$ cat src/hdl/soc_pkg.sv
package soc_pkg;

	// wishbone side, single 32-bit word per access
	localparam int ADDR_WIDTH = 32;
	localparam int DATA_WIDTH = 32;
	localparam int SEL_WIDTH = 4;

	// memory line geometry
	localparam int LINE_WIDTH = 128;
	localparam int LINE_BYTES = 16;
	localparam int LINE_WORDS = 4;
	// index field of a line request
	localparam int LINE_IDX_WIDTH = 16;

	// region codes in adr[31:28]
	localparam logic [3:0] REGION_MEM = 4'h0;
	localparam logic [3:0] REGION_LED = 4'h1;

	// led register byte offsets
	localparam logic [3:0] LED_OFS_OUT = 4'h0;
	localparam logic [3:0] LED_OFS_TOGGLE = 4'h4;

	// master to slave, held until ack or err
	typedef struct packed {
		logic cyc;
		logic stb;
		logic we;
		logic [ADDR_WIDTH-1:0] adr;
		logic [DATA_WIDTH-1:0] dat;
		logic [SEL_WIDTH-1:0] sel;
	} wb_req_t;

	// slave to master
	typedef struct packed {
		logic ack;
		logic err;
		logic [DATA_WIDTH-1:0] dat;
	} wb_rsp_t;

	// one line, seen as words by the adapter and as bytes by the ram
	typedef union packed {
		logic [LINE_WORDS-1:0][DATA_WIDTH-1:0] words;
		logic [LINE_BYTES-1:0][7:0] bytes;
	} line_t;

	typedef struct packed {
		logic en;
		logic we;
		logic [LINE_IDX_WIDTH-1:0] idx;
		line_t data;
		logic [LINE_BYTES-1:0] strb;
	} line_req_t;

endpackage

$ cat src/hdl/width_adapter.sv
`timescale 1ns/1ps

module width_adapter (
	input logic init_calib_complete,
	input logic sys_resetn,
	input soc_pkg::wb_req_t req,
	output soc_pkg::wb_rsp_t rsp,
	output soc_pkg::line_req_t line_req,
	input soc_pkg::line_t rd_line
);
	import soc_pkg::*;

	localparam int LANE_BITS = $clog2(LINE_WORDS);

	logic [LANE_BITS-1:0] lane;
	logic [LANE_BITS-1:0] lane_q;
	logic issue;
	logic pending;
	logic ack_q;
	logic [DATA_WIDTH-1:0] rdat_q;
	line_t wr_line;

	// word lane inside the line
	assign lane = req.adr[2 +: LANE_BITS];

	// new request only when idle
	assign issue = req.cyc & req.stb & ~pending & ~ack_q;

	always_comb begin
		// bus word into its lane, other lanes masked by strb
		wr_line = '0;
		wr_line.words[lane] = req.dat;

		line_req.en = issue;
		line_req.we = req.we;
		line_req.idx = req.adr[4 +: LINE_IDX_WIDTH];
		line_req.data = wr_line;
		// sel shifted up to the lane's bytes
		line_req.strb = '0;
		line_req.strb[lane*SEL_WIDTH +: SEL_WIDTH] = req.sel;
	end

	// write acks next edge
	// read waits one more edge for the ram
	always_ff @(posedge init_calib_complete or negedge sys_resetn) begin
		if (!sys_resetn) begin
			pending <= 1'b0;
			ack_q <= 1'b0;
		end else begin
			ack_q <= (issue & req.we) | pending;
			pending <= issue & ~req.we;
		end
	end

	// lane kept for the returning line
	always_ff @(posedge init_calib_complete) begin
		if (issue) begin
			lane_q <= lane;
		end
	end

	// rd_line is valid while pending
	always_ff @(posedge init_calib_complete) begin
		if (pending) begin
			rdat_q <= rd_line.words[lane_q];
		end
	end

	// memory path never errors, range is checked upstream
	assign rsp.ack = ack_q;
	assign rsp.err = 1'b0;
	assign rsp.dat = rdat_q;

	// master keeps the same read up while its line is in flight
	assert property (@(posedge init_calib_complete) disable iff (!sys_resetn)
		pending |-> (req.cyc && req.stb && !req.we && lane == lane_q));

endmodule

$ cat config.mk
export PLATFORM = sky130hd
export DESIGN_NAME = width_adapter
export DESIGN_NICKNAME = d
export VERILOG_FILES = /design/src/hdl/soc_pkg.sv /design/src/hdl/width_adapter.sv
export SDC_FILE = /design/constraint.sdc
export NUM_CORES = 1
export LEC_CHECK = 0
export ABC_AREA = 1
export BUFFER_PORTS_ARGS = -buffer_cell sky130_fd_sc_hd__buf_2
export CORE_AREA = 10 10 147 149
export CTS_CLUSTER_SIZE = 25
export DETAILED_ROUTE_END_ITERATION = 10
export DIE_AREA = 0 0 157 159
export PLACE_DENSITY = 0.5
export SYNTH_ARGS = -nofsm -noshare
export SYNTH_HDL_FRONTEND = slang
export SYNTH_SLANG_ARGS = --single-unit
export TNS_END_PERCENT = 20
$ cat constraint.sdc
create_clock -name init_calib_complete -period 2 [get_ports init_calib_complete]
set_input_delay 0.3 -clock init_calib_complete [delete_from_list [all_inputs] [get_ports init_calib_complete]]
set_output_delay 0.3 -clock init_calib_complete [all_outputs]
set_load 0.005 [all_outputs]
## Word level (Yosys, flattened, before mapping)

Index checks and enable logic that the tools add are counted.

| word-level totals | value |
|---|---|
| register bits | 36 |
| input port bits | 201 |

| operators by class | value |
|---|---|
| add/sub/neg operators | 1 |
| $lt $le $gt $ge | 3 |
| shifts and indexed selects | 2 |
| muxes and demuxes | 4 |
| bitwise operators | 11 |
| reduce and logical (&&, ||, !) cells | 1 |

Operators with widths:

| kind | number |
|---|---|
| $and A128 B128 Y128 | 1 |
| $bmux W32 S2 | 1 |
| $demux W32 S2 | 1 |
| $mux W32 | 2 |
| $neg A4 Y34 | 1 |
| $shift A4 B34 Y16 const A | 1 |
| $shiftx A4 B34 Y16 | 1 |
| $and A16 B16 Y16 | 1 |
| $lt A2 B3 Y1 const B | 2 |
| $and A1 B1 Y1 | 5 |
| $not A1 Y1 | 3 |
| $ge A2 B1 Y1 const B | 1 |
| $logic_and A1 B1 Y1 | 1 |
| $or A1 B1 Y1 | 1 |

## Logic depth before layout (Yosys ltp)

Gate-level depths: netlist (run 1).

| logic depth | value |
|---|---|
| word-level depth | 5 |
| depth in mapped cells | 6 |

## Least setup slack after synthesis (run 1)

Ideal clock, no wire load.

| path | value |
|---|---|
| kind | register to output |
| start point | register pending |
| end point | output port line_req[161] (netlist bit) |
| arrival time | 1,423 ps |
| required time | 1,700 ps |
| slack | 277 ps |
| cell stages (with the launch flop) | 5 |
| path buffers | 1 |
| cells stage by stage | dfrtp_1 -> nor2_1 -> nand2_1 -> inv_1 -> buf_4 |

| on the way | value |
|---|---|
| cells in the longest elaborated chain, start to end | 3 |

RTL lines:

| item | line | RTL |
|---|---|---|
| start: declaration | width_adapter.sv:18 | `logic pending;` |
| start signal: assignment | width_adapter.sv:51 | `pending <= issue & ~req.we;` |
| $not A1 Y1 | width_adapter.sv:27 | `assign issue = req.cyc & req.stb & ~pending & ~ack_q;` |
| $and A1 B1 Y1 (2 in series) | width_adapter.sv:27 |  |
| end: declaration | width_adapter.sv:8 | `output soc_pkg::line_req_t line_req,` |

No other way between the ends.

==> results of run 1 <==
-- routing by layer --
| layer | vias to the layer above | GRT usage, % |
|---|---|---|
| met4 | 0 | 3.176 |
| met2 | 256 | 24.86 |
| met5 | - | 0 |
| met3 | 11 | 7.124 |
| met1 | 2156 | 15.15 |
| li1 | 2686 | - |
-- path summary, 6_finish.rpt --
kind / startpoint / slack, ns / cells past startpoint / end
worst max-delay path: req[38] / 0.27 / 7 / line_req[2]
max in group asynchronous: sys_resetn / 1.57 / 2 / pending
min in group asynchronous: sys_resetn / 0.34 / 2 / ack_q
worst min register to register: ack_q / 0.54 / 3 / ack_q
worst min-delay path: req[68] / 0.20 / 2 / pending
worst max register to register: lane_q[0] / 0.62 / 5 / rdat_q[0]
-- registers in the layout, indices dropped and copies added (netlist names) --
name	count
lane_q	2
rdat_q	32
pending	1
ack_q	1
-- final cells by class --
| type | count | area share, % |
|---|---|---|
| Multi-Input combinational cell | 399 | 27.25 |
| Clock buffer | 5 | 2.053 |
| Antenna cell | 1 | 0.04107 |
| Sequential cell | 36 | 17.58 |
| Timing Repair Buffer | 363 | 31.25 |
| Inverter | 265 | 16.32 |
| Clock inverter | 3 | 0.6982 |
| Tap cell | 234 | 4.805 |
-- metrics by stage --
stage	hold WS (ns)	utilization, %
finish	0.1991	32.79
global route	0.2167	32.78
CTS	0.1899	32.78
detailed placement	0.08924	31.82
global placement	0.08693	31.82
floorplan	0.004409	-
-- placed cells by master, fill, tap and decap left out, drive strengths merged --
cell	count
buf	362
nand2	298
inv	265
nand3	74
edfxtp	34
nor2	18
ha	8
clkbuf	5
dfrtp	2
diode	1
conb	1
clkinvlp	1
clkinv	1
bufinv	1
dlygate4sd3	1
-- power by group through the flow --
stage	clock [mW]	combinational, mW	sequential, mW
floorplan	0	0.392	0.894
global placement	0	0.797	0.883
detailed placement	0	0.799	0.884
CTS	0.932	0.807	0.868
global route	0.965	0.904	0.870
finish	0.896	0.787	0.868
-- kinds of logic after synthesis --
kind of cell	synth area share, %
buffers and inverters	33.30
AND/OR/NAND/NOR	38.01
other	0.09157
adder cells (fa/ha/maj)	2.444
flip-flops	26.15
-- repair_timing --
action / 4_1_cts / 5_1_grt
setup endpoints to repair: 0 / 0
hold buffers: 1 / 0
setup buffers: 0 / 0
endpoints found under the hold margin: 2 / 0
-- worst max-delay path: stages --
cell	delay (ns)
buf_2	0.10
inv_1	0.21
ha_1	0.31
inv_1	0.14
nand3_1	0.09
nor2_1	0.13
buf_2	0.14
==> run metrics, run 1 <==
H-Tree Depth=2; Arr. time, crit path=between 1 and 1.5 ns; drt initial violations=about 190; Mapped Cells=753; Worst Setup Start Kind=primary input; TritonCTS clock tree=built; Yosys reg bits=36; wirelength, routed=slightly below 20 mm; Clk Latency, worst-skew pair=between 0.2 and 0.3 ns; starting density of the core=between 20 and 25%; Root Buffer=clkbuf_16; register area=roughly 1100 um2; cell area after placement=between 5000 and 6000 um2; WP data required=around 1.7 ns; Pwr Total=between 2 and 3 mW; boundary pin count=397; Yosys Warn Count=0; Bufs on Longest Clock Path=2; Clk pwr share=a little over a third; antenna-violating nets left=0; setup ws final=approximately 0.27 ns; Leak Pwr=approximately 4.8 nW; critical path type=primary input to primary output; Max-Cap Viols=0; count leader, synth=nand2_1; sequential share of the synthesized area=a little over a quarter; list of most frequent post-synthesis cells=298 x nand2_1, 264 x inv_1, 74 x nand3_1, 34 x edfxtp_1, 24 x buf_4; initial antenna violation count=2; Post-synth top flop=edfxtp_1; PortBufs=between 300 and 400; worst-path maximum fanout=9; combinational power share=30.9%; area leader, netlist=nand2_1; Post-synth EDFFs=34; RSZ-0062 raised after global routing=false; fillcell total=around 2200; first-pass GRT wire length=approximately 28 mm; Placed Cells incl. Taps=1296; pin count of the biggest net entering global routing=between 50 and 60; Max Fclk=578.3 MHz; height of the die=159 um; final instance area=slightly above 6000 um2; synth top area cells=nand2_1 27%, edfxtp_1 25%, inv_1 24%; Yosys top cell area share=27.31%; non-filler cells, final=1306; cell area after synthesis=around 4100 um2; WL met3=~2.6 mm; met1 wire length=7.405 mm; wire per inst=between 10 and 15 um; die area=24960 um2; outcome=finished clean; num rows=50; multi-input logic area=between 1500 and 2000 um2; DRT Pass-1 Iters=4; period utilization=between 80 and 90%; Slew Viols, Final=0; asr flop ratio synth=5.556%; Top Layer Used=met4; Layout area overhead=48.79%; synth unique cells=12; Post-Syn Nets=962; maximum vdd ir drop=a little under 0.3 mV; PD cells=between 400 and 500 nW/um2; Inserted Clock Buffers=5; hpwl dp=approximately 16 mm; Sequential Power Share=34.0%; Synth Area per Inst=between 5 and 6 um2; share of layout cells above drive strength 1=34.64%; Vias/cell=around 3.9; switching power share of the total=slightly below 30%; vias in the first global route=slightly above 5000; TNS Setup=0 ns; Core Area=18580 um2; post-cts resize count=0; Die X=around 160 um; Setup violations, final=0; final hold vios=0; internal power=~1.8 mW; DRC=0; CP endpoint kind=primary output; Switch Pwr=about 760 uW; Vias=between 5000 and 6000; Final #Nets=about 1300; Clk pin slew, worst setup/hold paths=roughly 0.050 ns; min Tclk post-route=between 1.5 and 2 ns; final worst clock skew=roughly 0.0048 ns; GRT Resource Usage Total=about 14%; post-placement worst setup slack=between 0.2 and 0.25 ns; Hold Path Class=primary input to register; gp weighted congestion=roughly 0.8; grt total ovfl=0; clock sink count=36; routed wire length on met2=~9.0 mm
(Power assumes the default switching activity.)
==> inputs of run 2 (changes only) <==
--- a/constraint.sdc
+++ b/constraint.sdc
@@ -3,2 +3,2 @@
 set_output_delay 0.3 -clock init_calib_complete [all_outputs]
-set_load 0.005 [all_outputs]
+set_load 0.01 [all_outputs]
==> run 2 against run 1 <==
Via count fell by 0.22%. Maximum frequency is 1.2% higher. Clock skew about the same. Global-route usage increased by 0.052 points. Sequential power hardly changed. Register-to-register slack worse by 0.02 ns. First-iteration DRC count is 4.8% higher. Clock-buffer cell count increased by 1.
==> run metrics, run 2 (same netlist as run 1, synthesis figures left out) <==
outcome=finished clean; H-Tree Depth=2 (unchanged); hpwl dp=15.78 mm (-0.53%); worst-path cell chain=buf_2, inv_1, ha_1, inv_1, nand3_1, nor2_1, buf_2; pin count of the biggest net entering global routing=46 (-13%); Slew Viols, Final=0 (unchanged); antenna-violating nets left=0 (unchanged); Core Util, Final=32.88% (+0.088 points); post-placement worst setup slack=0.2551 ns (+0.01276 ns); Layout area overhead=49.19%; num rows=50 (unchanged); worst-path maximum fanout=6 (-3); Leak Pwr=4.790 nW (+0.18%); grt total ovfl=0 (unchanged); Max Fclk=585.2 MHz (+1.2%); vias in the first global route=5109 (+1.5%); maximum vdd ir drop=0.3014 mV (+2.2%); setup ws final=0.2912 ns (+0.02030 ns); Root Buffer=clkbuf_16; wire per inst=14.68 um (-0.76%); DRC=0 (unchanged); Bufs on Longest Clock Path=2 (unchanged); leading cell types in the layout, fill and taps excluded=349 x buf_2, 298 x nand2_1, 264 x inv_1; worst reg2reg path endpoint=rdat_q[30]; Hold Path Cell Cnt=2 (unchanged); WHS=0.2068 ns (+0.007664 ns); PortBufs=349 (unchanged); critical path type=primary input to primary output; Core Area=18580 um2 (unchanged); hold_sp=req[68]; Inserted Clock Buffers=5 (unchanged); registers with the most flip-flops=rdat_q x32, lane_q x2; die area=24960 um2 (unchanged); boundary pin count=397 (unchanged); hold endpoint=pending; Worst Setup Start Kind=primary input; Arr. time, crit path=1.41 ns (-0.02 ns); starting density of the core=22.04% (unchanged); CP max-delay cell=ha_1; share of layout cells above drive strength 1=34.61% (about the same); multi-input logic area=1660 um2 (unchanged); CP endpoint kind=primary output; gp weighted congestion=0.7981 (-1.1%); commonest non-fill, non-tap cell in the layout=buf_2; Top reg by flops=rdat_q; TNS Setup=0 ns (unchanged); Clk pin slew, worst setup/hold paths=0.05 ns (about the same); PD cells=426.5 nW/um2 (+1.9%); first-pass GRT wire length=28.69 mm (+0.92%); max reg flops=32 (unchanged); Vias=5098 (-0.22%); register area=1071 um2 (unchanged); final worst clock skew=0.004586 ns (-0.0002112 ns); min Tclk post-route=1.709 ns (-0.02030 ns); Final #Nets=1280 (+0.078%); Hold Path Class=primary input to register; setup slack, reg-to-reg=0.60 ns (-0.02 ns); drt initial violations=195 (+4.8%); height of the die=159 um (unchanged); Clk Latency, worst-skew pair=0.28 ns (about the same); Setup violations, final=0 (unchanged); Max-Cap Viols=0 (unchanged); slowest cell delay on critical path=0.32 ns (about the same); RSZ-0062 raised after global routing=false; period utilization=85.44% (-1.0 points); final hold vios=0 (unchanged); DRT Pass-1 Iters=4 (unchanged); clock sink count=36 (unchanged); WP data required=1.70 ns (about the same); TritonCTS clock tree=built; worst reg2reg startpoint=lane_q[0]; reg2reg path depth=4 (-1); fillcell total=2132 (-1.3%); post-cts resize count=0 (unchanged); Vias/cell=3.901 (-0.29%); initial antenna violation count=2 (unchanged); Die X=157 um (unchanged); GRT Resource Usage Total=14.39% (+0.052 points); wirelength, routed=19.19 mm (-0.69%)
run 2: final cells by class:
class                      count  share of cell area, %
antenna                        1                0.04096
sequential                    36                  17.53
inverter                     265                  16.28
multi-input combinational    399                  27.18
tap                          234                  4.792
clock buffer                   6                  2.109
timing repair buffer         364                  31.50
clock inverter                 2                 0.5734
run 2: how the worst max path moves through the flow:
stage / depth (start not counted) / endpoint / start
final: 7 / line_req[2] / req[39]
after global routing: 7 / line_req[2] / req[39]
after CTS: 7 / line_req[2] / req[39]
after detailed placement: 7 / line_req[2] / req[39]
after global placement: 7 / line_req[2] / req[39]
after floorplan: 4 / line_req[161] / pending
run 2: power breakdown:
part	internal [mW]	total [mW]	leakage, nW	switching, mW
Sequential	0.861	0.868	0.338	0.00676
Clock	0.587	0.894	0.0808	0.307
Combinational	0.350	0.844	4.37	0.494
Total	1.80	2.61	4.79	0.808
run 2: routing by layer:
layer	track usage (%)	routed length (um)
met5	0	0
met4	4.120	399
met3	6.422	2452
met2	23.90	8775
met1	16.17	7560
run 2: what timing repair did:
item / 4_1_cts / 5_1_grt
buffers inserted: 0 / 0
hold endpoints to repair: 2 / 0
hold buffers: 1 / 0
endpoints found under the setup margin: 0 / 0
run 2: stage by stage:
stage / total power, mW / instance area [um2] / instances
3_5_place_dp: 1.739 / 5933 / 1297
2_1_floorplan: 1.344 / 4095 / 753
5_1_grt: 2.800 / 6110 / 1307
3_3_place_gp: 1.738 / 5933 / 1297
6_report: 2.606 / 6110 / 1307
4_1_cts: 2.658 / 6107 / 1306
run 2: critical path, delay by kind of cell:
kind          cells  cell delay [ns]
buf+inv           4             0.55
fa+ha+maj         1             0.32
simple gates      2             0.23
