<file path="src/hdl/soc_pkg.sv">
package soc_pkg;

	// wishbone side, single 32-bit word per access
	localparam int ADDR_WIDTH = 32;
	localparam int DATA_WIDTH = 32;
	localparam int SEL_WIDTH = 4;

	// memory line geometry
	localparam int LINE_WIDTH = 128;
	localparam int LINE_BYTES = 16;
	localparam int LINE_WORDS = 4;
	// index field of a line request
	localparam int LINE_IDX_WIDTH = 16;

	// region codes in adr[31:28]
	localparam logic [3:0] REGION_MEM = 4'h0;
	localparam logic [3:0] REGION_LED = 4'h1;

	// led register byte offsets
	localparam logic [3:0] LED_OFS_OUT = 4'h0;
	localparam logic [3:0] LED_OFS_TOGGLE = 4'h4;

	// master to slave, held until ack or err
	typedef struct packed {
		logic cyc;
		logic stb;
		logic we;
		logic [ADDR_WIDTH-1:0] adr;
		logic [DATA_WIDTH-1:0] dat;
		logic [SEL_WIDTH-1:0] sel;
	} wb_req_t;

	// slave to master
	typedef struct packed {
		logic ack;
		logic err;
		logic [DATA_WIDTH-1:0] dat;
	} wb_rsp_t;

	// one line, seen as words by the adapter and as bytes by the ram
	typedef union packed {
		logic [LINE_WORDS-1:0][DATA_WIDTH-1:0] words;
		logic [LINE_BYTES-1:0][7:0] bytes;
	} line_t;

	typedef struct packed {
		logic en;
		logic we;
		logic [LINE_IDX_WIDTH-1:0] idx;
		line_t data;
		logic [LINE_BYTES-1:0] strb;
	} line_req_t;

endpackage

</file>
<file path="src/hdl/led_regs.sv">
`timescale 1ns/1ps

module led_regs #(
	parameter int LED_COUNT = 4
) (
	input logic init_calib_complete,
	input logic sys_resetn,
	input soc_pkg::wb_req_t req,
	output soc_pkg::wb_rsp_t rsp,
	output logic [LED_COUNT-1:0] led
);
	import soc_pkg::*;

	logic [LED_COUNT-1:0] led_q;
	logic [3:0] ofs;
	logic access;
	logic wr_en;
	logic ack_q;
	logic err_q;

	// register select from adr[3:2], as byte offset
	assign ofs = {req.adr[3:2], 2'b00};
	// one access per strobe, none while answering
	assign access = req.cyc & req.stb & ~ack_q & ~err_q;
	// led bits sit in byte lane 0
	assign wr_en = req.we & req.sel[0];

	always_ff @(posedge init_calib_complete or negedge sys_resetn) begin
		if (!sys_resetn) begin
			led_q <= '0;
			ack_q <= 1'b0;
			err_q <= 1'b0;
		end else begin
			ack_q <= 1'b0;
			err_q <= 1'b0;
			if (access) begin
				case (ofs)
					LED_OFS_OUT: begin
						ack_q <= 1'b1;
						if (wr_en) begin
							led_q <= req.dat[LED_COUNT-1:0];
						end
					end
					LED_OFS_TOGGLE: begin
						ack_q <= 1'b1;
						// flip where a 1 is written
						if (wr_en) begin
							led_q <= led_q ^ req.dat[LED_COUNT-1:0];
						end
					end
					default: begin
						err_q <= 1'b1;
					end
				endcase
			end
		end
	end

	// both offsets read back the led state
	assign rsp.ack = ack_q;
	assign rsp.err = err_q;
	assign rsp.dat = DATA_WIDTH'(led_q);

	assign led = led_q;

	// answer lands while the master still holds its cycle
	assert property (@(posedge init_calib_complete) disable iff (!sys_resetn)
		(rsp.ack || rsp.err) |-> (req.cyc && req.stb));

endmodule

</file>
<file path="config.mk">
export PLATFORM = sky130hd
export DESIGN_NAME = led_regs
export DESIGN_NICKNAME = d
export VERILOG_FILES = /design/src/hdl/soc_pkg.sv /design/src/hdl/led_regs.sv
export SDC_FILE = /design/constraint.sdc
export NUM_CORES = 1
export LEC_CHECK = 0
export ABC_AREA = 0
export BUFFER_PORTS_ARGS = -buffer_cell sky130_fd_sc_hd__buf_2
export CAP_MARGIN = 15
export CORE_ASPECT_RATIO = 0.6
export CORE_UTILIZATION = 23
export DETAILED_ROUTE_END_ITERATION = 6
export PLACE_DENSITY = 0.75
export SLEW_MARGIN = 20
export SYNTH_ARGS = -nofsm -noshare
export SYNTH_HDL_FRONTEND = slang
export SYNTH_SLANG_ARGS = --single-unit
</file>
<file path="constraint.sdc">
create_clock -name init_calib_complete -period 1.21 [get_ports init_calib_complete]
set_clock_uncertainty 0.05 [all_clocks]
set_input_delay 0.242 -clock init_calib_complete [delete_from_list [all_inputs] [get_ports init_calib_complete]]
set_output_delay 0.242 -clock init_calib_complete [all_outputs]
set_load 0.01 [all_outputs]
</file>
== Word-level counts from Yosys, hierarchy flattened ==
Cells that the tools add are included.

* Flip-flop bits (word level): 6
* Input bits: 73
* Logic and storage cells: 24

* Eq/ne operators: 3
* Muxes and demuxes: 7
* Bitwise logic cells: 7
* Reductions and logical operators: 4

{| class="wikitable"
|+ Operator list
! cell !! count
|-
| 2-to-1 mux 4 bit || 2
|-
| case mux 4 bit (2 select lines) || 1
|-
| bitwise AND 1 bit || 4
|-
| logical NOT 4 bit || 1
|-
| 2-to-1 mux 1 bit || 4
|-
| inequality test 2 bit, second input constant || 2
|-
| AND reduction 4 bit || 1
|-
| XOR 4 bit || 1
|-
| equality test 2 x 1 -> 1 bit, second input constant || 1
|-
| NOT 1 bit || 2
|-
| nonzero test 2 bit || 1
|-
| OR reduction 2 bit || 1
|}

== Depth between registers and ports, before layout ==
Gate-level depths: netlist (run 1).

* Depth after elaboration: 4
* Depth in mapped cells: 3
* Mapped depth without buffers: 3

== Worst setup path before layout (run 1) ==
OpenSTA, ideal clock, no wires.

* Path type: register to register
* Start point: register err_q
* End point: register led_q[0], in the netlist led[0]
* Data arrival time: 1035 ps
* Required time: 1019 ps
* Slack: -16 ps
* Cell stages (with the launch flop): 4
* Buffers on the path: 0
* Period minus slack after synthesis: 1226 ps
* Cell sequence: dfrtp_1 -> nand4bb_1 -> nor4_2 -> a221oi_1

* Word-level cells in the longest chain between the ends: 3

{| class="wikitable"
|+ Ends and longest elaborated chain
! element !! RTL line !! source
|-
| start: declaration || led_regs.sv:19 || <nowiki>logic err_q;</nowiki>
|-
| start signal: assignment || led_regs.sv:32 || <nowiki>err_q <= 1'b0;</nowiki>
|-
| start signal: assignment || led_regs.sv:35 || <nowiki>err_q <= 1'b0;</nowiki>
|-
| start signal: assignment || led_regs.sv:52 || <nowiki>err_q <= 1'b1;</nowiki>
|-
| NOT 1 bit || led_regs.sv:24 || <nowiki>assign access = req.cyc & req.stb & ~ack_q & ~err_q;</nowiki>
|-
| bitwise AND 1 bit || led_regs.sv:24 ||
|-
| AND reduction 4 bit (no line) || - ||
|-
| end signal: assignment || led_regs.sv:41 || <nowiki>led_q <= req.dat[LED_COUNT-1:0];</nowiki>
|-
| end signal: assignment || led_regs.sv:48 || <nowiki>led_q <= led_q ^ req.dat[LED_COUNT-1:0];</nowiki>
|-
| end: declaration || led_regs.sv:14 || <nowiki>logic [LED_COUNT-1:0] led_q;</nowiki>
|}

No other way between the ends.
A chain may end at the register's enable or synchronous reset.

== Final worst setup path (run 1) ==
* Start point: register ack_q
* End point: register led_q[2], in the netlist led[2]

* Word-level cells in the longest chain between the ends: 4

{| class="wikitable"
|+ Ends and longest elaborated chain
! element !! RTL line !! source
|-
| start: declaration || led_regs.sv:18 || <nowiki>logic ack_q;</nowiki>
|-
| start signal: assignment || led_regs.sv:31 || <nowiki>ack_q <= 1'b0;</nowiki>
|-
| start signal: assignment || led_regs.sv:34 || <nowiki>ack_q <= 1'b0;</nowiki>
|-
| start signal: assignment || led_regs.sv:39 || <nowiki>ack_q <= 1'b1;</nowiki>
|-
| NOT 1 bit || led_regs.sv:24 ||
|-
| bitwise AND 1 bit (2 in series) || led_regs.sv:24 ||
|-
| AND reduction 4 bit (no line) || - ||
|}

No other way between the ends.

==> results.sh, run 1 <==
export IMPL_status="complete, but fails checks"
export IMPL_violations="setup timing"
export IMPL_postCtsSetupBuffers=0
export IMPL_path_clk_slew_ns=0.04
export IMPL_crit_arrival_ns=1.30
export IMPL_multi_input_area_sq_um=368
export IMPL_start_util=0.261
export IMPL_port_buffers=21
export IMPL_netlist_top_cells_area="buf_4, dfrtp_1, a221oi_1"
export IMPL_rows=13
export IMPL_synth_seq_area_share=0.249
export IMPL_min_from="req[5]"
export IMPL_synth_top_cell_by_area="buf_4"
export IMPL_die_h_microns=41.6
export IMPL_fin_crit_sh=1.05
export IMPL_dieWidth_microns=68.0
export IMPL_rr_endpoint="led[2]"
export IMPL_layout_area_seq_sq_um=150
export IMPL_whs_ns=0.232
export IMPL_drt_initial_drc_count=6
export IMPL_drtPass1Iterations=4
export IMPL_syn_area_sq_um=602
export IMPL_totalWireLength_microns=1450
export IMPL_clock_path_buffers=2
export IMPL_irDropWorstVdd_uv=292
export IMPL_reg2reg_slack_ns=-0.06
export IMPL_synth_cells=69
export IMPL_place_congestion=0.714
export IMPL_fin_setup_tns_ns=-0.166
export IMPL_finalPower_mw=0.706
export IMPL_grt_pass1_wl_microns=2010
export IMPL_setup_ws_ns=-0.0606
export IMPL_design_die_area_sq_um=2830
export IMPL_layout_commonest_cell="conb_1"
export IMPL_crit_fanout=4
export IMPL_drc=0
export IMPL_ant_nets=0
export IMPL_startpoint="ack_q"
export IMPL_start_kind="flop"
export IMPL_crit_slowest_cell="dfrtp_1"
export IMPL_core_sq_um=2310
export IMPL_cp_slowest_stage_delay_ns=0.39
export IMPL_grt_overflow=0
export IMPL_syn_avg_cell_area_sq_um=8.72
export IMPL_synth_ff_type="dfrtp_1"
export IMPL_fillers=242
export IMPL_r2r_start="ack_q"
export IMPL_grt_usage=0.0998
export IMPL_fmax_ghz=0.787
export IMPL_drive_gt1_frac=0.422
export IMPL_hold_class="primary input to flop"
export IMPL_postSynth_asyncResetShare=1.00
export IMPL_hold_viol_final=0
export IMPL_hold_path_cell_count=3
export IMPL_nets=165
export IMPL_path_buf_inv=1
export IMPL_vias_per_cell=3.97
export IMPL_mostFrequentLayoutCells="conb_1, buf_2, dfrtp_1"
export IMPL_cts_htree_levels=1
export IMPL_place_hpwl_microns=1090
export IMPL_fin_crit_ns=1.27
export IMPL_yosys_warnings=0
export IMPL_whs_endpoint="led[1]"
export IMPL_clock_sinks=6
export IMPL_synth_distinct_cells=18
export IMPL_synth_edf_count=0
export IMPL_antenna_found_initial=0
export IMPL_synth_top_area_share=0.424
export IMPL_via_count=476
export IMPL_syn_to_final_growth_pct=25.2
export IMPL_clk_latency_ns=0.22
export IMPL_reg2reg_depth=4
export IMPL_crit_cells=4
export IMPL_p_per_area_nw_per_um2=937
export IMPL_tritoncts="yes"
export IMPL_grt_max_degree=8
export IMPL_ios=111
export IMPL_wl_per_cell_microns=12.1
export IMPL_power_leakage_nw=0.402
export IMPL_rsz0062_at_grt="yes"
export IMPL_synth_seq_cells=6
export IMPL_drv_cap=0
export IMPL_crit_path_end_kind="flop"
export IMPL_crit_chain="nand4bb_4, buf_6, o21ai_4, a221oi_2"
export IMPL_clock_root_buffer="clkbuf_8"
export IMPL_critPathTopFamily="flip-flops"
export IMPL_cts_buffers=3
export IMPL_grt_pass1_vias=439
export IMPL_setup_viol_count_final=4
export IMPL_cp_required_ns=1.24
export IMPL_critical_path_class="flop to flop"
export IMPL_antenna_cells=0
export IMPL_maxSlewViolCount=0
[flip-flops by register name, indices dropped and copies added, names as in the netlist]
name,count
led,4
err_q,1
ack_q,1
[per-stage QoR]
stage,worst slack (ns),cells,utilization,instance area (sq um)
2_1_floorplan,-0.00850,96,-,728
3_3_place_gp,-0.0835,116,0.276,638
3_5_place_dp,-0.123,116,0.276,638
4_1_cts,-0.0441,120,0.318,734
5_1_grt,-0.0881,120,0.326,753
6_report,-0.0606,120,0.326,753
[synthesized netlist by cell type (2+ instances only)]
cell type and instances:
a21oi_1 3, a221oi_1 3, inv_1 4, and2_1 4, o21ai_0 3, nand4bb_1 2, dfrtp_1 6, buf_4 34
[worst max path at each step]
| stage | endpoint | slack (ns) |
|---|---|---|
| finish | led[2] | -0.06 |
| global route | led[2] | -0.09 |
| CTS | led[0] | -0.04 |
| detailed placement | led[1] | -0.12 |
| global placement | led[1] | -0.08 |
| floorplan | led[0] | -0.009 |
[cells by family after synthesis]
group           share of synthesized area
simple gates                        0.175
buf+inv                             0.449
compound gates                      0.121
flops                               0.249
other cells                       0.00623
[area by class of cell]
type / count / area share
clock buffer: 3 / 0.0548
inverter: 4 / 0.0199
multi-input combinational: 52 / 0.488
sequential: 6 / 0.199
tap: 30 / 0.0498
timing repair buffer: 25 / 0.188
[power breakdown]
part           switching [mW]  total, mW  internal (mW)  leakage, nW
Sequential             0.0147      0.229          0.214       0.0814
Clock                  0.0889      0.303          0.214       0.0216
Combinational           0.110      0.174         0.0633        0.299
Total                   0.214      0.706          0.492        0.402
[timing repair]
item | 4_1_cts | 5_1_grt
hold buffers | 1 | 0
gates resized for setup | 13 | 3
pin swaps | 7 | 0
endpoints found under the hold margin | 6 | 0
endpoints found under the setup margin | 4 | 4
[per-layer routing]
layer  up-vias  GRT usage  wire length, microns  share of wire
li1        216          -                     -              -
met1       228      0.101                   509           0.35
met2        30      0.171                   765           0.53
met3         2     0.0522                   150           0.10
met4         0     0.0375                    24          0.017
met5         -          0                     0              0
[worst register-to-register path, cell delays in order (launching register included)]
cell	delay (ns)
dfrtp_1	0.39
nand4bb_4	0.27
buf_6	0.17
o21ai_4	0.16
a221oi_2	0.09
No activity file was read; power rests on OpenSTA's default activity.
==> run 2: changes to the inputs <==
==> constraint.sdc (replaced) <==
create_clock -name init_calib_complete -period 1.21 [get_ports init_calib_complete]
set_clock_uncertainty 0.05 [all_clocks]
set_input_delay 0.121 -clock init_calib_complete [delete_from_list [all_inputs] [get_ports init_calib_complete]]
set_output_delay 0.121 -clock init_calib_complete [all_outputs]
set_load 0.01 [all_outputs]
==> run 2 against run 1 <==
  * Global-route usage is 0.40 points higher
  * Combinational power about the same
  * Flip-flop and latch count is the same
  * Clock-buffer cell count stayed put
  * Clock power barely moved
  * Sequential power hardly changed
  * The run still ends with setup timing left
  * Largest cell class unchanged
  * Maximum frequency increased by 2.6%
  * Highest routed layer is now met3
  * First-iteration DRC count rose by 33%
  * Core utilization unchanged
  * Wire length is 2.9% lower
  * Critical endpoint unchanged
  * Design area is the same
==> results.sh, run 2 (synthesized netlist as in run 1, its figures left out) <==
export IMPL_drtPass1Iterations=4
export IMPL_hold_viol_final=0
export IMPL_port_buffers=21
export IMPL_critical_path_class="flop to flop"
export IMPL_path_clk_slew_ns=0.04
export IMPL_irDropWorstVdd_uv=291
export IMPL_start_kind="flop"
export IMPL_place_congestion=0.714
export IMPL_cts_htree_levels=1
export IMPL_antenna_cells=0
export IMPL_rsz0062_at_grt="yes"
export IMPL_clock_path_buffers=2
export IMPL_power_leakage_nw=0.406
export IMPL_mostFrequentLayoutCells="conb_1, buf_2, dfrtp_1"
export IMPL_totalWireLength_microns=1410
export IMPL_rows=13
export IMPL_syn_to_final_growth_pct=25.2
export IMPL_cp_required_ns=1.24
export IMPL_grt_max_degree=8
export IMPL_whs_ns=0.111
export IMPL_dieWidth_microns=68.0
export IMPL_ant_nets=0
export IMPL_hold_class="primary input to flop"
export IMPL_vias_per_cell=3.83
export IMPL_drv_cap=0
export IMPL_clock_sinks=6
export IMPL_drc=0
export IMPL_grt_usage=0.104
export IMPL_grt_pass1_vias=446
export IMPL_wl_per_cell_microns=11.6
export IMPL_grt_pass1_wl_microns=2080
export IMPL_die_h_microns=41.6
export IMPL_clk_latency_ns=0.22
export IMPL_fin_util=0.326
export IMPL_fin_setup_tns_ns=-0.0591
export IMPL_maxSlewViolCount=0
export IMPL_drt_initial_drc_count=8
export IMPL_via_count=463
export IMPL_largest_reg_flops=4
export IMPL_drive_gt1_frac=0.429
export IMPL_design_die_area_sq_um=2830
export IMPL_fin_crit_ns=1.24
export IMPL_p_per_area_nw_per_um2=933
export IMPL_setup_viol_count_final=4
export IMPL_place_hpwl_microns=1090
export IMPL_fillers=240
export IMPL_tritoncts="yes"
export IMPL_violations="setup timing"
export IMPL_crit_arrival_ns=1.27
export IMPL_layout_commonest_cell="conb_1"
export IMPL_ios=111
export IMPL_core_sq_um=2310
export IMPL_nets=166
export IMPL_status="complete, but fails checks"
export IMPL_fmax_ghz=0.808
export IMPL_setup_ws_ns=-0.0279
export IMPL_grt_overflow=0
export IMPL_clock_root_buffer="clkbuf_8"
export IMPL_antenna_found_initial=0
export IMPL_crit_fanout=4
export IMPL_finalPower_mw=0.703
export IMPL_fin_crit_sh=1.02
export IMPL_cts_buffers=3
export IMPL_start_util=0.261
export IMPL_crit_path_end_kind="flop"
run 2: changes by cell type in the layout (fill, tap and decap cells not counted):
cell and delta:
buf_4 +1, o21ai_2 +1, o21ai_4 -1
run 2: power by group:
part	internal, mW	switching (mW)	total (mW)
clock network	0.214	0.0872	0.301
registers	0.215	0.0139	0.228
logic	0.0645	0.109	0.174
total	0.493	0.210	0.703
run 2: per-layer routing:
layer / up-vias / wire [microns] / global-route usage
met5: - / 0 / 0
met4: 0 / 0 / 0.0375
met3: 0 / 131 / 0.0522
met2: 26 / 787 / 0.180
met1: 219 / 489 / 0.105
li1: 218 / - / -
run 2: timing repair:
action,4_1_cts,5_1_grt
hold buffers,1,0
setup endpoints to repair,4,4
resized for setup,13,2
pin swaps,7,0
hold endpoints to repair,6,0
setup buffers,1,0
run 2: area by class of cell:
cell class / instances / area [sq um] / area share
Multi-Input combinational cell: 52 / 360 / 0.478
Tap cell: 30 / 37.5 / 0.0498
Inverter: 4 / 15.0 / 0.0199
Sequential cell: 6 / 150 / 0.199
Clock buffer: 3 / 41.3 / 0.0548
Timing Repair Buffer: 26 / 149 / 0.198
run 2: metrics by stage:
stage	setup slack (ns)	cells	area, sq um
5_1_grt	-0.0691	121	753
3_3_place_gp	-0.0835	116	638
6_report	-0.0279	121	753
4_1_cts	-0.0315	121	742
2_1_floorplan	-0.00850	96	728
3_5_place_dp	-0.123	116	638
run 2: worst paths after layout:
path	slack [ns]	endpoint	startpoint	cells past startpoint
max	-0.03	led[2]	ack_q	4
min	0.11	led[1]	req[5]	3
max reg2reg	-0.03	led[2]	ack_q	4
min reg2reg	0.50	led[3]	led[3]	1
max in group asynchronous	0.75	led[1]	sys_resetn	2
min in group asynchronous	0.21	led[0]	sys_resetn	2
run 2: critical path: stages (launching register included):
cell       delay [ns]
dfrtp_1          0.38
nand4bb_4        0.26
buf_6            0.16
o21ai_4          0.15
a221oi_2         0.09
