### config.mk
export PLATFORM = sky130hd
export DESIGN_NAME = bus_decoder
export DESIGN_NICKNAME = d
export VERILOG_FILES = /design/src/hdl/soc_pkg.sv /design/src/hdl/bus_decoder.sv
export SDC_FILE = /design/constraint.sdc
export NUM_CORES = 1
export LEC_CHECK = 0
export ABC_AREA = 1
export BUFFER_PORTS_ARGS = -buffer_cell sky130_fd_sc_hd__buf_2
export CAP_MARGIN = 10
export CORE_AREA = 2 2 124 126
export DETAILED_ROUTE_END_ITERATION = 12
export DIE_AREA = 0 0 126 128
export SETUP_SLACK_MARGIN = 0.4
export SYNTH_ARGS = -nofsm -noshare
export SYNTH_HDL_FRONTEND = slang
export SYNTH_SLANG_ARGS = --single-unit
### constraint.sdc
create_clock -name init_calib_complete -period 1.1 [get_ports init_calib_complete]
set_input_delay 0.22 -clock init_calib_complete [delete_from_list [all_inputs] [get_ports init_calib_complete]]
set_output_delay 0.22 -clock init_calib_complete [all_outputs]
set_load 0.03 [all_outputs]
### src/hdl/soc_pkg.sv
package soc_pkg;

	// wishbone side, single 32-bit word per access
	localparam int ADDR_WIDTH = 32;
	localparam int DATA_WIDTH = 32;
	localparam int SEL_WIDTH = 4;

	// memory line geometry
	localparam int LINE_WIDTH = 128;
	localparam int LINE_BYTES = 16;
	localparam int LINE_WORDS = 4;
	// index field of a line request
	localparam int LINE_IDX_WIDTH = 16;

	// region codes in adr[31:28]
	localparam logic [3:0] REGION_MEM = 4'h0;
	localparam logic [3:0] REGION_LED = 4'h1;

	// led register byte offsets
	localparam logic [3:0] LED_OFS_OUT = 4'h0;
	localparam logic [3:0] LED_OFS_TOGGLE = 4'h4;

	// master to slave, held until ack or err
	typedef struct packed {
		logic cyc;
		logic stb;
		logic we;
		logic [ADDR_WIDTH-1:0] adr;
		logic [DATA_WIDTH-1:0] dat;
		logic [SEL_WIDTH-1:0] sel;
	} wb_req_t;

	// slave to master
	typedef struct packed {
		logic ack;
		logic err;
		logic [DATA_WIDTH-1:0] dat;
	} wb_rsp_t;

	// one line, seen as words by the adapter and as bytes by the ram
	typedef union packed {
		logic [LINE_WORDS-1:0][DATA_WIDTH-1:0] words;
		logic [LINE_BYTES-1:0][7:0] bytes;
	} line_t;

	typedef struct packed {
		logic en;
		logic we;
		logic [LINE_IDX_WIDTH-1:0] idx;
		line_t data;
		logic [LINE_BYTES-1:0] strb;
	} line_req_t;

endpackage

### src/hdl/bus_decoder.sv
`timescale 1ns/1ps

module bus_decoder #(
	parameter int LINE_DEPTH = 256
) (
	input logic init_calib_complete,
	input logic sys_resetn,
	input soc_pkg::wb_req_t host_req,
	output soc_pkg::wb_rsp_t host_rsp,
	output soc_pkg::wb_req_t led_req,
	input soc_pkg::wb_rsp_t led_rsp,
	output soc_pkg::wb_req_t mem_req,
	input soc_pkg::wb_rsp_t mem_rsp
);
	import soc_pkg::*;

	logic [3:0] region;
	logic [ADDR_WIDTH-1:0] line_idx;
	logic hit_led;
	logic hit_mem;
	logic cyc_stb;
	logic err_q;

	// region from the top nibble
	assign region = host_req.adr[ADDR_WIDTH-1:ADDR_WIDTH-4];
	// full line index, bits 4 and up
	assign line_idx = {4'b0, host_req.adr[ADDR_WIDTH-1:4]};

	assign hit_led = (region == REGION_LED);
	// memory only when the line exists
	assign hit_mem = (region == REGION_MEM) && (line_idx < ADDR_WIDTH'(LINE_DEPTH));
	assign cyc_stb = host_req.cyc & host_req.stb;

	// same request to both slaves, stb only where it hits
	always_comb begin
		led_req = host_req;
		led_req.stb = host_req.stb & hit_led;
		mem_req = host_req;
		mem_req.stb = host_req.stb & hit_mem;
	end

	// local err for unmapped or out of range
	always_ff @(posedge init_calib_complete or negedge sys_resetn) begin
		if (!sys_resetn) begin
			err_q <= 1'b0;
		end else begin
			// stb is still high in the err cycle, so no second pulse
			err_q <= cyc_stb & ~hit_led & ~hit_mem & ~err_q;
		end
	end

	// only one slave can answer a given cycle
	always_comb begin
		host_rsp.ack = led_rsp.ack | mem_rsp.ack;
		host_rsp.err = led_rsp.err | mem_rsp.err | err_q;
		// read data by region
		if (hit_led) begin
			host_rsp.dat = led_rsp.dat;
		end else begin
			host_rsp.dat = mem_rsp.dat;
		end
	end

	// slaves and local err never collide on the host side
	assert property (@(posedge init_calib_complete) disable iff (!sys_resetn)
		!(host_rsp.ack && host_rsp.err));

endmodule

# After elaboration in Yosys (flattened, before gate mapping)
# Index checks and enable logic that the tools add are counted.
# totals
ff_bits,1
input_bits,141
output_inout_bits,176
elab_cells,18
# classes
n_lt_le_gt_ge,1
eq_ne,1
n_mux,1
bitwise_logic,12
reduce_logical,2
# ops
op,count
$mux W32,1
$lt A28 B9 Y1 const B,1
$and A1 B1 Y1,6
$eq A4 B1 Y1 const B,1
$logic_not A4 Y1,1
$not A1 Y1,3
$or A1 B1 Y1,3
$logic_and A1 B1 Y1,1

# Longest topological paths before layout
# Gate-level depths: netlist (run 1).
# depth
depth_word,5
ltp_mapped,7
depth_no_buf,6

# Worst setup path before layout (run 1)
# OpenSTA, ideal clock, no wires.
# synth_timing
kind,input -> output
start,in host_req[66] (netlist name)
end,out led_req[69] (netlist name)
arrival_time_ns,1.035
required_time_ns,0.880
setup_slack_ns,-0.155
stages,6
path_buffers,1
path_cell_list,nor2_2 > nand2_2 > nor2_8 > inv_6 > buf_6 > nor2_2
# synth_lines
element,line_no,source
from (decl),bus_decoder.sv:8,"input soc_pkg::wb_req_t host_req,"
to (decl),bus_decoder.sv:10,"output soc_pkg::wb_req_t led_req,"

==> results of run 1 <==
[routing by layer]
metal / wire [µm] / share of wire
met1: 2060 / 0.30
met5: 0 / 0
met3: 786 / 0.11
met2: 3820 / 0.55
met4: 291 / 0.042
[repair_timing]
item,CTS,global route
gates cloned,0,4
hold buffers,1,0
buffers inserted,3,3
gates resized for setup,226,44
setup endpoints to repair,79,73
hold endpoints to repair,1,0
pin swaps,14,18
[cell usage in the layout (no fill, tap or decap), drive strengths merged]
cell type / instances
clkinv: 1
clkbuf: 3
dlygate4sd3: 1
nor2: 17
inv: 4
or2: 1
buf: 194
and2: 1
nand3: 2
dfrtp: 1
nand2: 103
[kinds of logic (layout without fill, tap and decap cells)]
logic type	count (synthesis)	after routing	synth area share
buffers and inverters	150	203	0.686
and+or+nand+nor	124	124	0.299
DFF	1	1	0.0151
[worst max-delay path by stage]
| stage | start | endpoint | slack (ns) | cells after the start |
|---|---|---|---|---|
| after floorplan | host_req[66] | host_rsp[18] | -0.04 | 7 |
| after global placement | host_req[66] | host_rsp[15] | -0.48 | 8 |
| after detailed placement | host_req[66] | host_rsp[15] | -0.51 | 8 |
| after CTS | host_req[66] | host_rsp[11] | -0.37 | 9 |
| after global routing | host_req[67] | host_rsp[28] | -0.42 | 9 |
| final | host_req[67] | host_rsp[13] | -0.37 | 9 |
[report_power, final]
group          switching (mW)  total (mW)  internal, mW  leakage (nW)
clock                       0           0             0             0
sequential           0.000903      0.0405        0.0396        0.0132
combinational           0.725        1.41         0.681          1.62
total                   0.726        1.45         0.720          1.64
[per-stage QoR]
step	worst slack (ns)	TNS, ns	hold WS, ns
6_report	-0.365	-11.83	0.440
5_1_grt	-0.420	-13.83	0.440
4_1_cts	-0.366	-11.49	0.440
3_5_place_dp	-0.507	-15.77	-0.00299
3_3_place_gp	-0.478	-14.75	-0.00261
2_1_floorplan	-0.0397	-1.04	-0.0756
[final cells by class]
class / instances / area [µm²] / share of cell area
multi-input combinational: 124 / 987 / 0.310
inverter: 4 / 41.3 / 0.0130
timing repair buffer: 198 / 1880 / 0.591
tap: 188 / 235 / 0.0739
timing repair inverter: 1 / 11.3 / 0.00354
sequential: 1 / 25.0 / 0.00786
==> results by group, run 1 <==
Worst setup path
  – Slowest-stage cell, CP: clkbuf_16
  – Worst path max stage delay: 0.19 ns
  – Reg2Reg Capture Point: err_q
  – Buf+Inv Stages, Crit Path: 4
  – Startpoint Class: input pin
  – R2R cell count: 5
  – Family with the most delay on the worst path: buffers and inverters
  – Req. time, crit path: 0.88 ns
  – Critical Path Fanout Max: 6
  – Crit path capture type: output pin
  – Arr. time, crit path: 1.25 ns
  – CP most frequent cell: nand2_4
  – Setup CP Type: in2out
  – Crit-path cells: buf_8 -> nor2_4 -> nand2_4 -> nor2_8 -> buf_12 -> clkbuf_16 -> nand2_4 -> nand2_4 -> buf_6
  – Reg-to-reg slack, setup: 0.28 ns
  – Critical R2R Launch: err_q

Drt
  – Drt drc: 0
  – Post-DRT Antenna Nets: 0
  – Iteration-0 DRC count of the detailed router: 30
  – Via density: ~3.3
  – Via count: approximately 1700
  – Initial DRT Pass Iterations: 4
  – Final WL: a little under 7000 µm
  – Wire per inst: 13.5 µm

Logic synthesis
  – Post-synth EDFFs: 0
  – Commonest cells post-synth: buf_4, nand2_1, nor2_1, buf_6, inv_1
  – Mapped Nets: 416
  – Yosys cell types: 13
  – Mapped Area: 1660 µm²
  – Dominant synthesized flop cell: dfrtp_1
  – Yosys top cell area share: 0.633
  – Synth area leaders: buf_4, nand2_1, buf_6, nor2_1, dfrtp_1
  – Synth Area per Inst: around 6 µm²
  – Post-synthesis sequential area ratio: 0.0151
  – Most frequent cell after synthesis: buf_4
  – Leading area contributor after synthesis: buf_4
  – Asr flop ratio synth: 1.00
  – Synthesized instance count: 275
  – Yosys reg bits: 1
  – Synth Warn #: 0

Layout
  – Nets@finish: about 470
  – ANT cells: 0
  – Layout cell share with drive strength beyond 1: 0.881
  – Final Core Density: 0.214
  – Layout overhead on the synthesized area: 91.6%
  – Biggest register: err_q
  – Fill cells: roughly 1600
  – Post-Layout Cell Count: slightly above 500
  – Max reg flops: 1
  – Finished Cell Area: 3180 µm²
  – Biggest regs: err_q (1)

Timing
  – Fin crit share: 1.33
  – Final hold vios: 0
  – Final Max Slew Viols: 0
  – Post-route setup slack: -0.365 ns
  – Fmax: 682 MHz
  – RSZ-0062 raised after global routing: true
  – Setup Skew: 0 ns
  – Setup-failing EPs final: 35
  – Final min period: 1.47 ns
  – Slew headroom: 0.856
  – Pin slew with the least headroom to its limit: 0.215 ns

GRT
  – GRT Util Overall: 0.0706
  – GR met1 Demand/Resource: 0.0666
  – First-pass GRT wire length: just over 9000 µm
  – Met3 Use GR: 0.0284
  – GR Overflow Total: 0
  – Largest net degree at the start of global routing: 34
  – Routing usage on met2: 0.133
  – GRT busiest layer: met2
  – Antenna violations before repair: 0
  – Vias in the first global route: 1740

Placement
  – DP HPWL: 4750 µm
  – Placed cell areas: 2100 µm²
  – Placer Congestion: around 0.74
  – Number of placed cells counting well taps: 505
  – Port bufs: approximately 170

Power and ir drop
  – Total Power: roughly 1.4 mW
  – Pwr Density: between 400 and 500 nW/µm²
  – Peak supply drop: 0.000195 V
  – Leak: 1.64 nW

Floorplanning
  – Die area: 16100 µm²
  – Core area: 14900 µm²
  – I/O pins: 317
  – Chip height: 128 µm
  – Die Wd: 126 µm
  – Rows: 45
  – Initial Utilization: 0.112

Status
  – Failing checks: negative setup slack
  – Outcome: finished, violations left

Min path
  – Worst hold path class: in2out
  – Number of cells on the worst hold path: 0
  – Hold Crit Start: host_req[42]
  – Hold EP: mem_req[42]

Clocking
  – Clk_lat worst skew: 0 ns

Run
  – Max cap viols: 0
No activity file was read; power rests on OpenSTA's default activity.
==> run 2, diff against run 1 <==
CORE_AREA = 2 2 122 124   (was 2 2 124 126)
DIE_AREA = 0 0 124 126   (was 0 0 126 128)
clock period = 1.3 ns   (was 1.1 ns; I/O delays follow)
==> run 2 against run 1 <==
Effect of this change:
- the run still ends with negative setup slack left
- total power shrank 28%
- final area shrank 18%
- worst hold slack got worse by 0.40 ns
- die area is 3.1% lower
- routed wire length shrank 12%
- setup slack gained 0.11 ns
- register-to-register slack better by 0.27 ns
- clock skew unchanged
- sequential share of layout area is 0.17 points higher
- critical path depth stayed put
- critical path type unchanged
- critical endpoint is now host_rsp[18]
- largest cell class unchanged
==> results by group, run 2 (synthesis results as in run 1) <==
GRT
  – GR Overflow Total: 0 (unchanged)
  – Largest net degree at the start of global routing: 34 (unchanged)
  – GRT Util Overall: 0.0673 (was 0.0706)
  – First-pass GRT wire length: 8220 µm (was 9090 µm)
  – Antenna violations before repair: 0 (unchanged)
  – Vias in the first global route: 1600 (was 1740)

Clocking
  – Clk_lat worst skew: 0 ns (about the same)
  – Hold buffers post-CTS: 0 (was 1)
  – CTS clk-pin slew, worst paths: 0 ns

Timing
  – Final min period: 1.55 ns
  – Slew headroom: 0.859 (was 0.856)
  – Setup-failing EPs final: 34 (was 35)
  – Fin crit share: 1.19
  – Fmax: 645 MHz
  – Pin slew with the least headroom to its limit: 0.212 ns (was 0.215 ns)
  – Post-route setup slack: -0.251 ns (was -0.365 ns)
  – Final hold vios: 0 (unchanged)
  – RSZ-0062 raised after global routing: true (unchanged)
  – Setup Skew: 0 ns (unchanged)
  – Final Max Slew Viols: 0 (unchanged)

Worst setup path
  – Slowest-stage cell, CP: buf_12 (was clkbuf_16)
  – Crit-path cells: buf_6 -> nor2_4 -> nand2_4 -> nor2_8 -> buf_12 -> clkbuf_16 -> nand2_1 -> nand2_4 -> buf_6 (was buf_8 -> nor2_4 -> nand2_4 -> nor2_8 -> buf_12 -> clkbuf_16 -> nand2_4 -> nand2_4 -> buf_6)
  – Critical Path Fanout Max: 11 (was 6)
  – Setup CP Type: in2out (unchanged)
  – Crit path capture type: output pin (unchanged)
  – Startpoint Class: input pin (unchanged)
  – Worst path max stage delay: 0.16 ns (was 0.19 ns)
  – Arr. time, crit path: 1.29 ns (was 1.25 ns)
  – Req. time, crit path: 1.04 ns (was 0.88 ns)

Power and ir drop
  – Peak supply drop: 0.000183 V (was 0.000195 V)
  – Total Power: 1.04 mW (was 1.45 mW)
  – Pwr Density: 398 nW/µm² (was 454 nW/µm²)
  – Leak: 1.36 nW (was 1.64 nW)

Placement
  – DP HPWL: 4830 µm (was 4750 µm)
  – Number of placed cells counting well taps: 501 (was 505)
  – Port bufs: 169 (unchanged)
  – Pre-CTS setup slack: -0.324 ns (was -0.507 ns)
  – Placer Congestion: 0.716 (was 0.736)

Layout
  – Max reg flops: 1 (unchanged)
  – Biggest register: err_q (unchanged)
  – Post-Layout Cell Count: 504 (was 516)
  – Most frequent cells in the layout: buf_2, buf_6, nand2_1 (was buf_6, buf_2, nand2_4)
  – Most common library cell in the layout ignoring fill and taps: buf_2 (was buf_6)
  – Fill cells: 1628 (was 1634)
  – Final Core Density: 0.183 (was 0.214)
  – Nets@finish: 463 (was 471)
  – Layout overhead on the synthesized area: 58.0% (was 91.6%)
  – ANT cells: 0 (unchanged)
  – Layout cell share with drive strength beyond 1: 0.825 (was 0.881)
  – Biggest regs: err_q (1) (unchanged)

Drt
  – Via count: 1636 (was 1690)
  – Iteration-0 DRC count of the detailed router: 11 (was 30)
  – Initial DRT Pass Iterations: 3 (was 4)
  – Wire per inst: 12.2 µm (was 13.5 µm)
  – Post-DRT Antenna Nets: 0 (unchanged)
  – Via density: 3.25 (was 3.28)
  – Final WL: 6150 µm (was 6960 µm)
  – Drt drc: 0 (unchanged)

Min path
  – Worst hold path class: in2async (was in2out)

Floorplanning
  – Chip height: 126 µm (was 128 µm)
  – Initial Utilization: 0.116 (was 0.112)
  – Die Wd: 124 µm (was 126 µm)
  – Die area: 15600 µm² (was 16100 µm²)
  – I/O pins: 317 (unchanged)
  – Core area: 14300 µm² (was 14900 µm²)
  – Rows: 44 (was 45)

Status
  – Failing checks: negative setup slack (unchanged)
  – Outcome: finished, violations left (unchanged)

Run
  – Max cap viols: 0 (unchanged)
run 2: cell types whose count changed in the layout (fill, tap and decap cells not counted), moves of 5 or more:
cell / delta
buf_8: -5
nand2_4: -15
buf_2: +43
nand2_1: +16
buf_6: -42
run 2: report_power, final:
part	switching, mW	internal, mW
clock	0	0
combinational	0.565	0.446
sequential	0.000403	0.0335
total	0.565	0.479
run 2: final cells by class:
cell class	count	area [µm²]	share of cell area
tap	184	230	0.0877
multi-input combinational	124	877	0.334
inverter	4	27.5	0.0105
sequential	1	25.0	0.00954
timing repair buffer	191	1460	0.558
run 2: worst max-delay path: cells and delay by family:
kind / cells / cell delay (ns)
buffers and inverters: 4 / 0.54
AND/OR/NAND/NOR: 5 / 0.47
run 2: final timing paths:
path / depth (start not counted) / to / from / slack (ns)
min in group init_calib_complete: 0 / led_req[19] / host_req[19] / 0.52
max reg2reg: 5 / err_q / err_q / 0.55
max: 9 / host_rsp[18] / host_req[66] / -0.25
min reg2reg: 5 / err_q / err_q / 0.59
max in group asynchronous: 1 / err_q / sys_resetn / 1.18
min: 1 / err_q / sys_resetn / 0.04
run 2: routing by layer:
| layer | share of wire | vias to the layer above | routed length, µm | GRT usage |
|---|---|---|---|---|
| met5 | 0 | - | 0 | 0 |
| met4 | 0.067 | 0 | 415 | 0.0430 |
| met3 | 0.13 | 53 | 774 | 0.0245 |
| met2 | 0.48 | 125 | 2980 | 0.118 |
| met1 | 0.32 | 686 | 1980 | 0.0656 |
| li1 | - | 772 | - | - |
run 2: what timing repair did:
action / 4_1_cts / 5_1_grt
gates resized for setup: 134 / 27
buffers inserted: 2 / 0
setup endpoints to repair: 65 / 58
cloned: 0 / 1
pin swaps: 6 / 4
run 2: through the flow:
stage / cell area (µm²) / TNS (ns) / hold slack (ns)
4_1_cts: 2510 / -7.34 / 0.0370
2_1_floorplan: 1950 / 0 / -0.0356
3_3_place_gp: 2070 / -9.88 / 0.0355
3_5_place_dp: 2070 / -9.74 / 0.0370
5_1_grt: 2620 / -9.74 / 0.0408
6_report: 2620 / -7.28 / 0.0359
==> run 3, diff against run 2 <==
ABC_AREA = unset   (was 1)
CORE_AREA = 2 2 121 123   (was 2 2 122 124)
DIE_AREA = 0 0 123 125   (was 0 0 124 126)
clock period = 1.6 ns   (was 1.3 ns; I/O delays follow)
==> run 3 against run 2 <==
Effect of this change:
- the run still ends with negative setup slack left
- core utilization shrank 2.5 points
- area after synthesis down 4.9%
- sequential share of layout area grew 0.16 points
- synthesized cell count down 31%
- final cell count is 16% lower
- final area shrank 14%
- global-route usage decreased by 1.1 points
- total power down 28%
- register-to-register slack improved by 0.08 ns
- worst hold slack improved by 0.059 ns
==> results by group, run 3 <==
Power and ir drop
  – Psw: 0.376 mW (was 0.565 mW)
  – Peak supply drop: 0.0000886 V (was 0.000183 V)
  – Leak: 1.17 nW (was 1.36 nW)
  – Reg power frac: 0.038 (was 0.032)
  – Switching Share: 0.501 (was 0.541)
  – Clock power share: 0 (about the same)
  – Pwr Density: 333 nW/µm² (was 398 nW/µm²)
  – Int Power: 0.374 mW (was 0.479 mW)
  – Combinational Power Share: 0.962 (was 0.968)

Timing
  – Final hold vios: 0 (unchanged)
  – Final min period: 1.90 ns
  – Min Hold Slack: 0.0947 ns (was 0.0359 ns)
  – Fin crit share: 1.19
  – Setup-failing EPs final: 35 (was 34)
  – RSZ-0062 raised after global routing: true (unchanged)
  – Pin slew with the least headroom to its limit: 0.375 ns (was 0.212 ns)
  – Setup Skew: 0 ns (unchanged)
  – Slew headroom: 0.747 (was 0.859)
  – Fmax: 525 MHz
  – Post-route setup slack: -0.304 ns (was -0.251 ns)
  – Sum Neg Setup Slack: -9.06 ns (was -7.28 ns)
  – Final Max Slew Viols: 0 (unchanged)

Worst setup path
  – R2R cell count: 2 (was 5)
  – Critical Path Fanout Max: 8 (was 11)
  – Setup CP Type: in2out (unchanged)
  – Buf+Inv Stages, Crit Path: 5 (was 4)
  – Req. time, crit path: 1.28 ns (was 1.04 ns)
  – Reg-to-reg slack, setup: 0.63 ns (was 0.55 ns)
  – CP most frequent cell: buf_6
  – Critical path depth: 7 (was 9)
  – Slowest-stage cell, CP: mux2_4 (was buf_12)
  – Startpoint Class: input pin (unchanged)
  – Crit-path cells: buf_8 -> nor4b_4 -> buf_6 -> buf_6 -> buf_16 -> mux2_4 -> buf_6 (was buf_6 -> nor2_4 -> nand2_4 -> nor2_8 -> buf_12 -> clkbuf_16 -> nand2_1 -> nand2_4 -> buf_6)
  – Worst path max stage delay: 0.31 ns (was 0.16 ns)
  – Family with the most delay on the worst path: buffers and inverters (unchanged)
  – Arr. time, crit path: 1.58 ns (was 1.29 ns)
  – Crit path capture type: output pin (unchanged)

Drt
  – Wire per inst: 11.9 µm (was 12.2 µm)
  – Drt drc: 0 (unchanged)
  – Iteration-0 DRC count of the detailed router: 22 (was 11)
  – Initial DRT Pass Iterations: 3 (unchanged)
  – Via count: 1269 (was 1636)
  – Via density: 3.01 (was 3.25)
  – Final WL: 5020 µm (was 6150 µm)
  – Post-DRT Antenna Nets: 0 (unchanged)

Clocking
  – CTS clk-pin slew, worst paths: 0 ns (about the same)
  – Clk_lat worst skew: 0 ns (about the same)

Run
  – Max cap viols: 0 (unchanged)

Layout
  – Most common library cell in the layout ignoring fill and taps: buf_2 (unchanged)
  – Biggest register: err_q (unchanged)
  – Sequential cell area: 25.0 µm² (unchanged)
  – Most frequent cells in the layout: buf_2, buf_6, mux2_4 (was buf_2, buf_6, nand2_1)
  – Fill cells: 1594 (was 1628)
  – Final Core Density: 0.158 (was 0.183)
  – Multi-input gate area: 618 µm² (was 877 µm²)
  – Layout cell share with drive strength beyond 1: 0.970 (was 0.825)
  – Nets@finish: 380 (was 463)
  – Max reg flops: 1 (unchanged)
  – Layout overhead on the synthesized area: 42.6% (was 58.0%)
  – Biggest regs: err_q (1) (unchanged)
  – ANT cells: 0 (unchanged)

Logic synthesis
  – Commonest cells post-synth: buf_4, mux2_2, buf_6, nor4_1 (was buf_4, nand2_1, nor2_1, buf_6, inv_1)
  – Mapped Nets: 332 (was 416)
  – Yosys cell types: 15 (was 13)
  – Post-synthesis sequential area ratio: 0.0158 (was 0.0151)
  – Yosys reg bits: 1 (unchanged)
  – Synthesized instance count: 191 (was 275)
  – Yosys top cell area share: 0.666 (was 0.633)
  – Synth Area per Inst: 8.27 µm² (was 6.04 µm²)
  – Dominant synthesized flop cell: dfrtp_1 (unchanged)
  – Mapped Area: 1580 µm² (was 1660 µm²)
  – Post-synth EDFFs: 0 (unchanged)
  – Most frequent cell after synthesis: buf_4 (unchanged)
  – Leading area contributor after synthesis: buf_4 (unchanged)
  – Asr flop ratio synth: 1.00 (unchanged)
  – Synth Warn #: 0 (unchanged)
  – Synth area leaders: buf_4, mux2_2, buf_6, dfrtp_1, nor4b_4 (was buf_4, nand2_1, buf_6, nor2_1, dfrtp_1)

GRT
  – Largest net degree at the start of global routing: 9 (was 34)
  – Vias in the first global route: 1249 (was 1600)
  – Antenna violations before repair: 0 (unchanged)
  – First-pass GRT wire length: 6690 µm (was 8220 µm)
  – GRT Util Overall: 0.0558 (was 0.0673)
  – GR Overflow Total: 0 (unchanged)

Floorplanning
  – Rows: 44 (unchanged)
  – Die area: 15400 µm² (was 15600 µm²)
  – Die Wd: 123 µm (was 124 µm)
  – I/O pins: 317 (unchanged)
  – Initial Utilization: 0.111 (was 0.116)
  – Chip height: 125 µm (was 126 µm)
  – Core area: 14200 µm² (was 14300 µm²)

Min path
  – Worst hold path class: in2async (unchanged)

Status
  – Outcome: finished, violations left (unchanged)
  – Failing checks: negative setup slack (unchanged)

Placement
  – Port bufs: 169 (unchanged)
  – Placer Congestion: 0.689 (was 0.716)
  – DP HPWL: 3640 µm (was 4830 µm)
[run 3: power groups by stage]
| stage | combinational, mW | clock, mW | sequential, mW |
|---|---|---|---|
| finish | 0.721 | 0 | 0.0283 |
| global placement | 0.590 | 0 | 0.0277 |
| CTS | 0.717 | 0 | 0.0278 |
| global route | 0.762 | 0 | 0.0284 |
| floorplan | 0.883 | 0 | 0.0276 |
| detailed placement | 0.594 | 0 | 0.0278 |
[run 3: final cells by class]
cell class | instances | area share
Multi-Input combinational cell | 47 | 0.275
Timing Repair Buffer | 189 | 0.612
Sequential cell | 1 | 0.0111
Tap cell | 184 | 0.102
[run 3: final timing paths]
kind,startpoint,to
worst min-delay path,sys_resetn,err_q
min in group init_calib_complete,err_q,err_q
worst max-delay path,host_req[66],host_rsp[25]
worst min register to register,err_q,err_q
max in group asynchronous,sys_resetn,err_q
worst max register to register,err_q,err_q
[run 3: kinds of logic after synthesis]
group	after synthesis	share of synthesized area
simple gates	14	0.0650
buf+inv	143	0.687
compound gates	1	0.00396
flops	1	0.0158
mux	32	0.228
[run 3: timing repair]
action,4_1_cts,5_1_grt
endpoints found under the setup margin,36,37
buffers inserted,6,0
pin swaps,3,1
gates cloned,4,0
hold buffers,0,0
gates resized for setup,93,7
[run 3: routing by layer]
layer / global-route usage / share of wire / routed length (µm)
met1: 0.0642 / 0.35 / 1770
met2: 0.0981 / 0.49 / 2460
met3: 0.0155 / 0.13 / 640
met4: 0.0187 / 0.029 / 146
met5: 0 / 0 / 0
[run 3: per-stage QoR]
step	cell area [µm²]	setup slack, ns	total power [mW]	cells
finish	2250	-0.304	0.750	421
global route	2250	-0.366	0.791	421
CTS	2220	-0.318	0.744	421
detailed placement	1770	-0.377	0.621	411
global placement	1770	-0.333	0.618	411
floorplan	1690	-0.0804	0.911	191
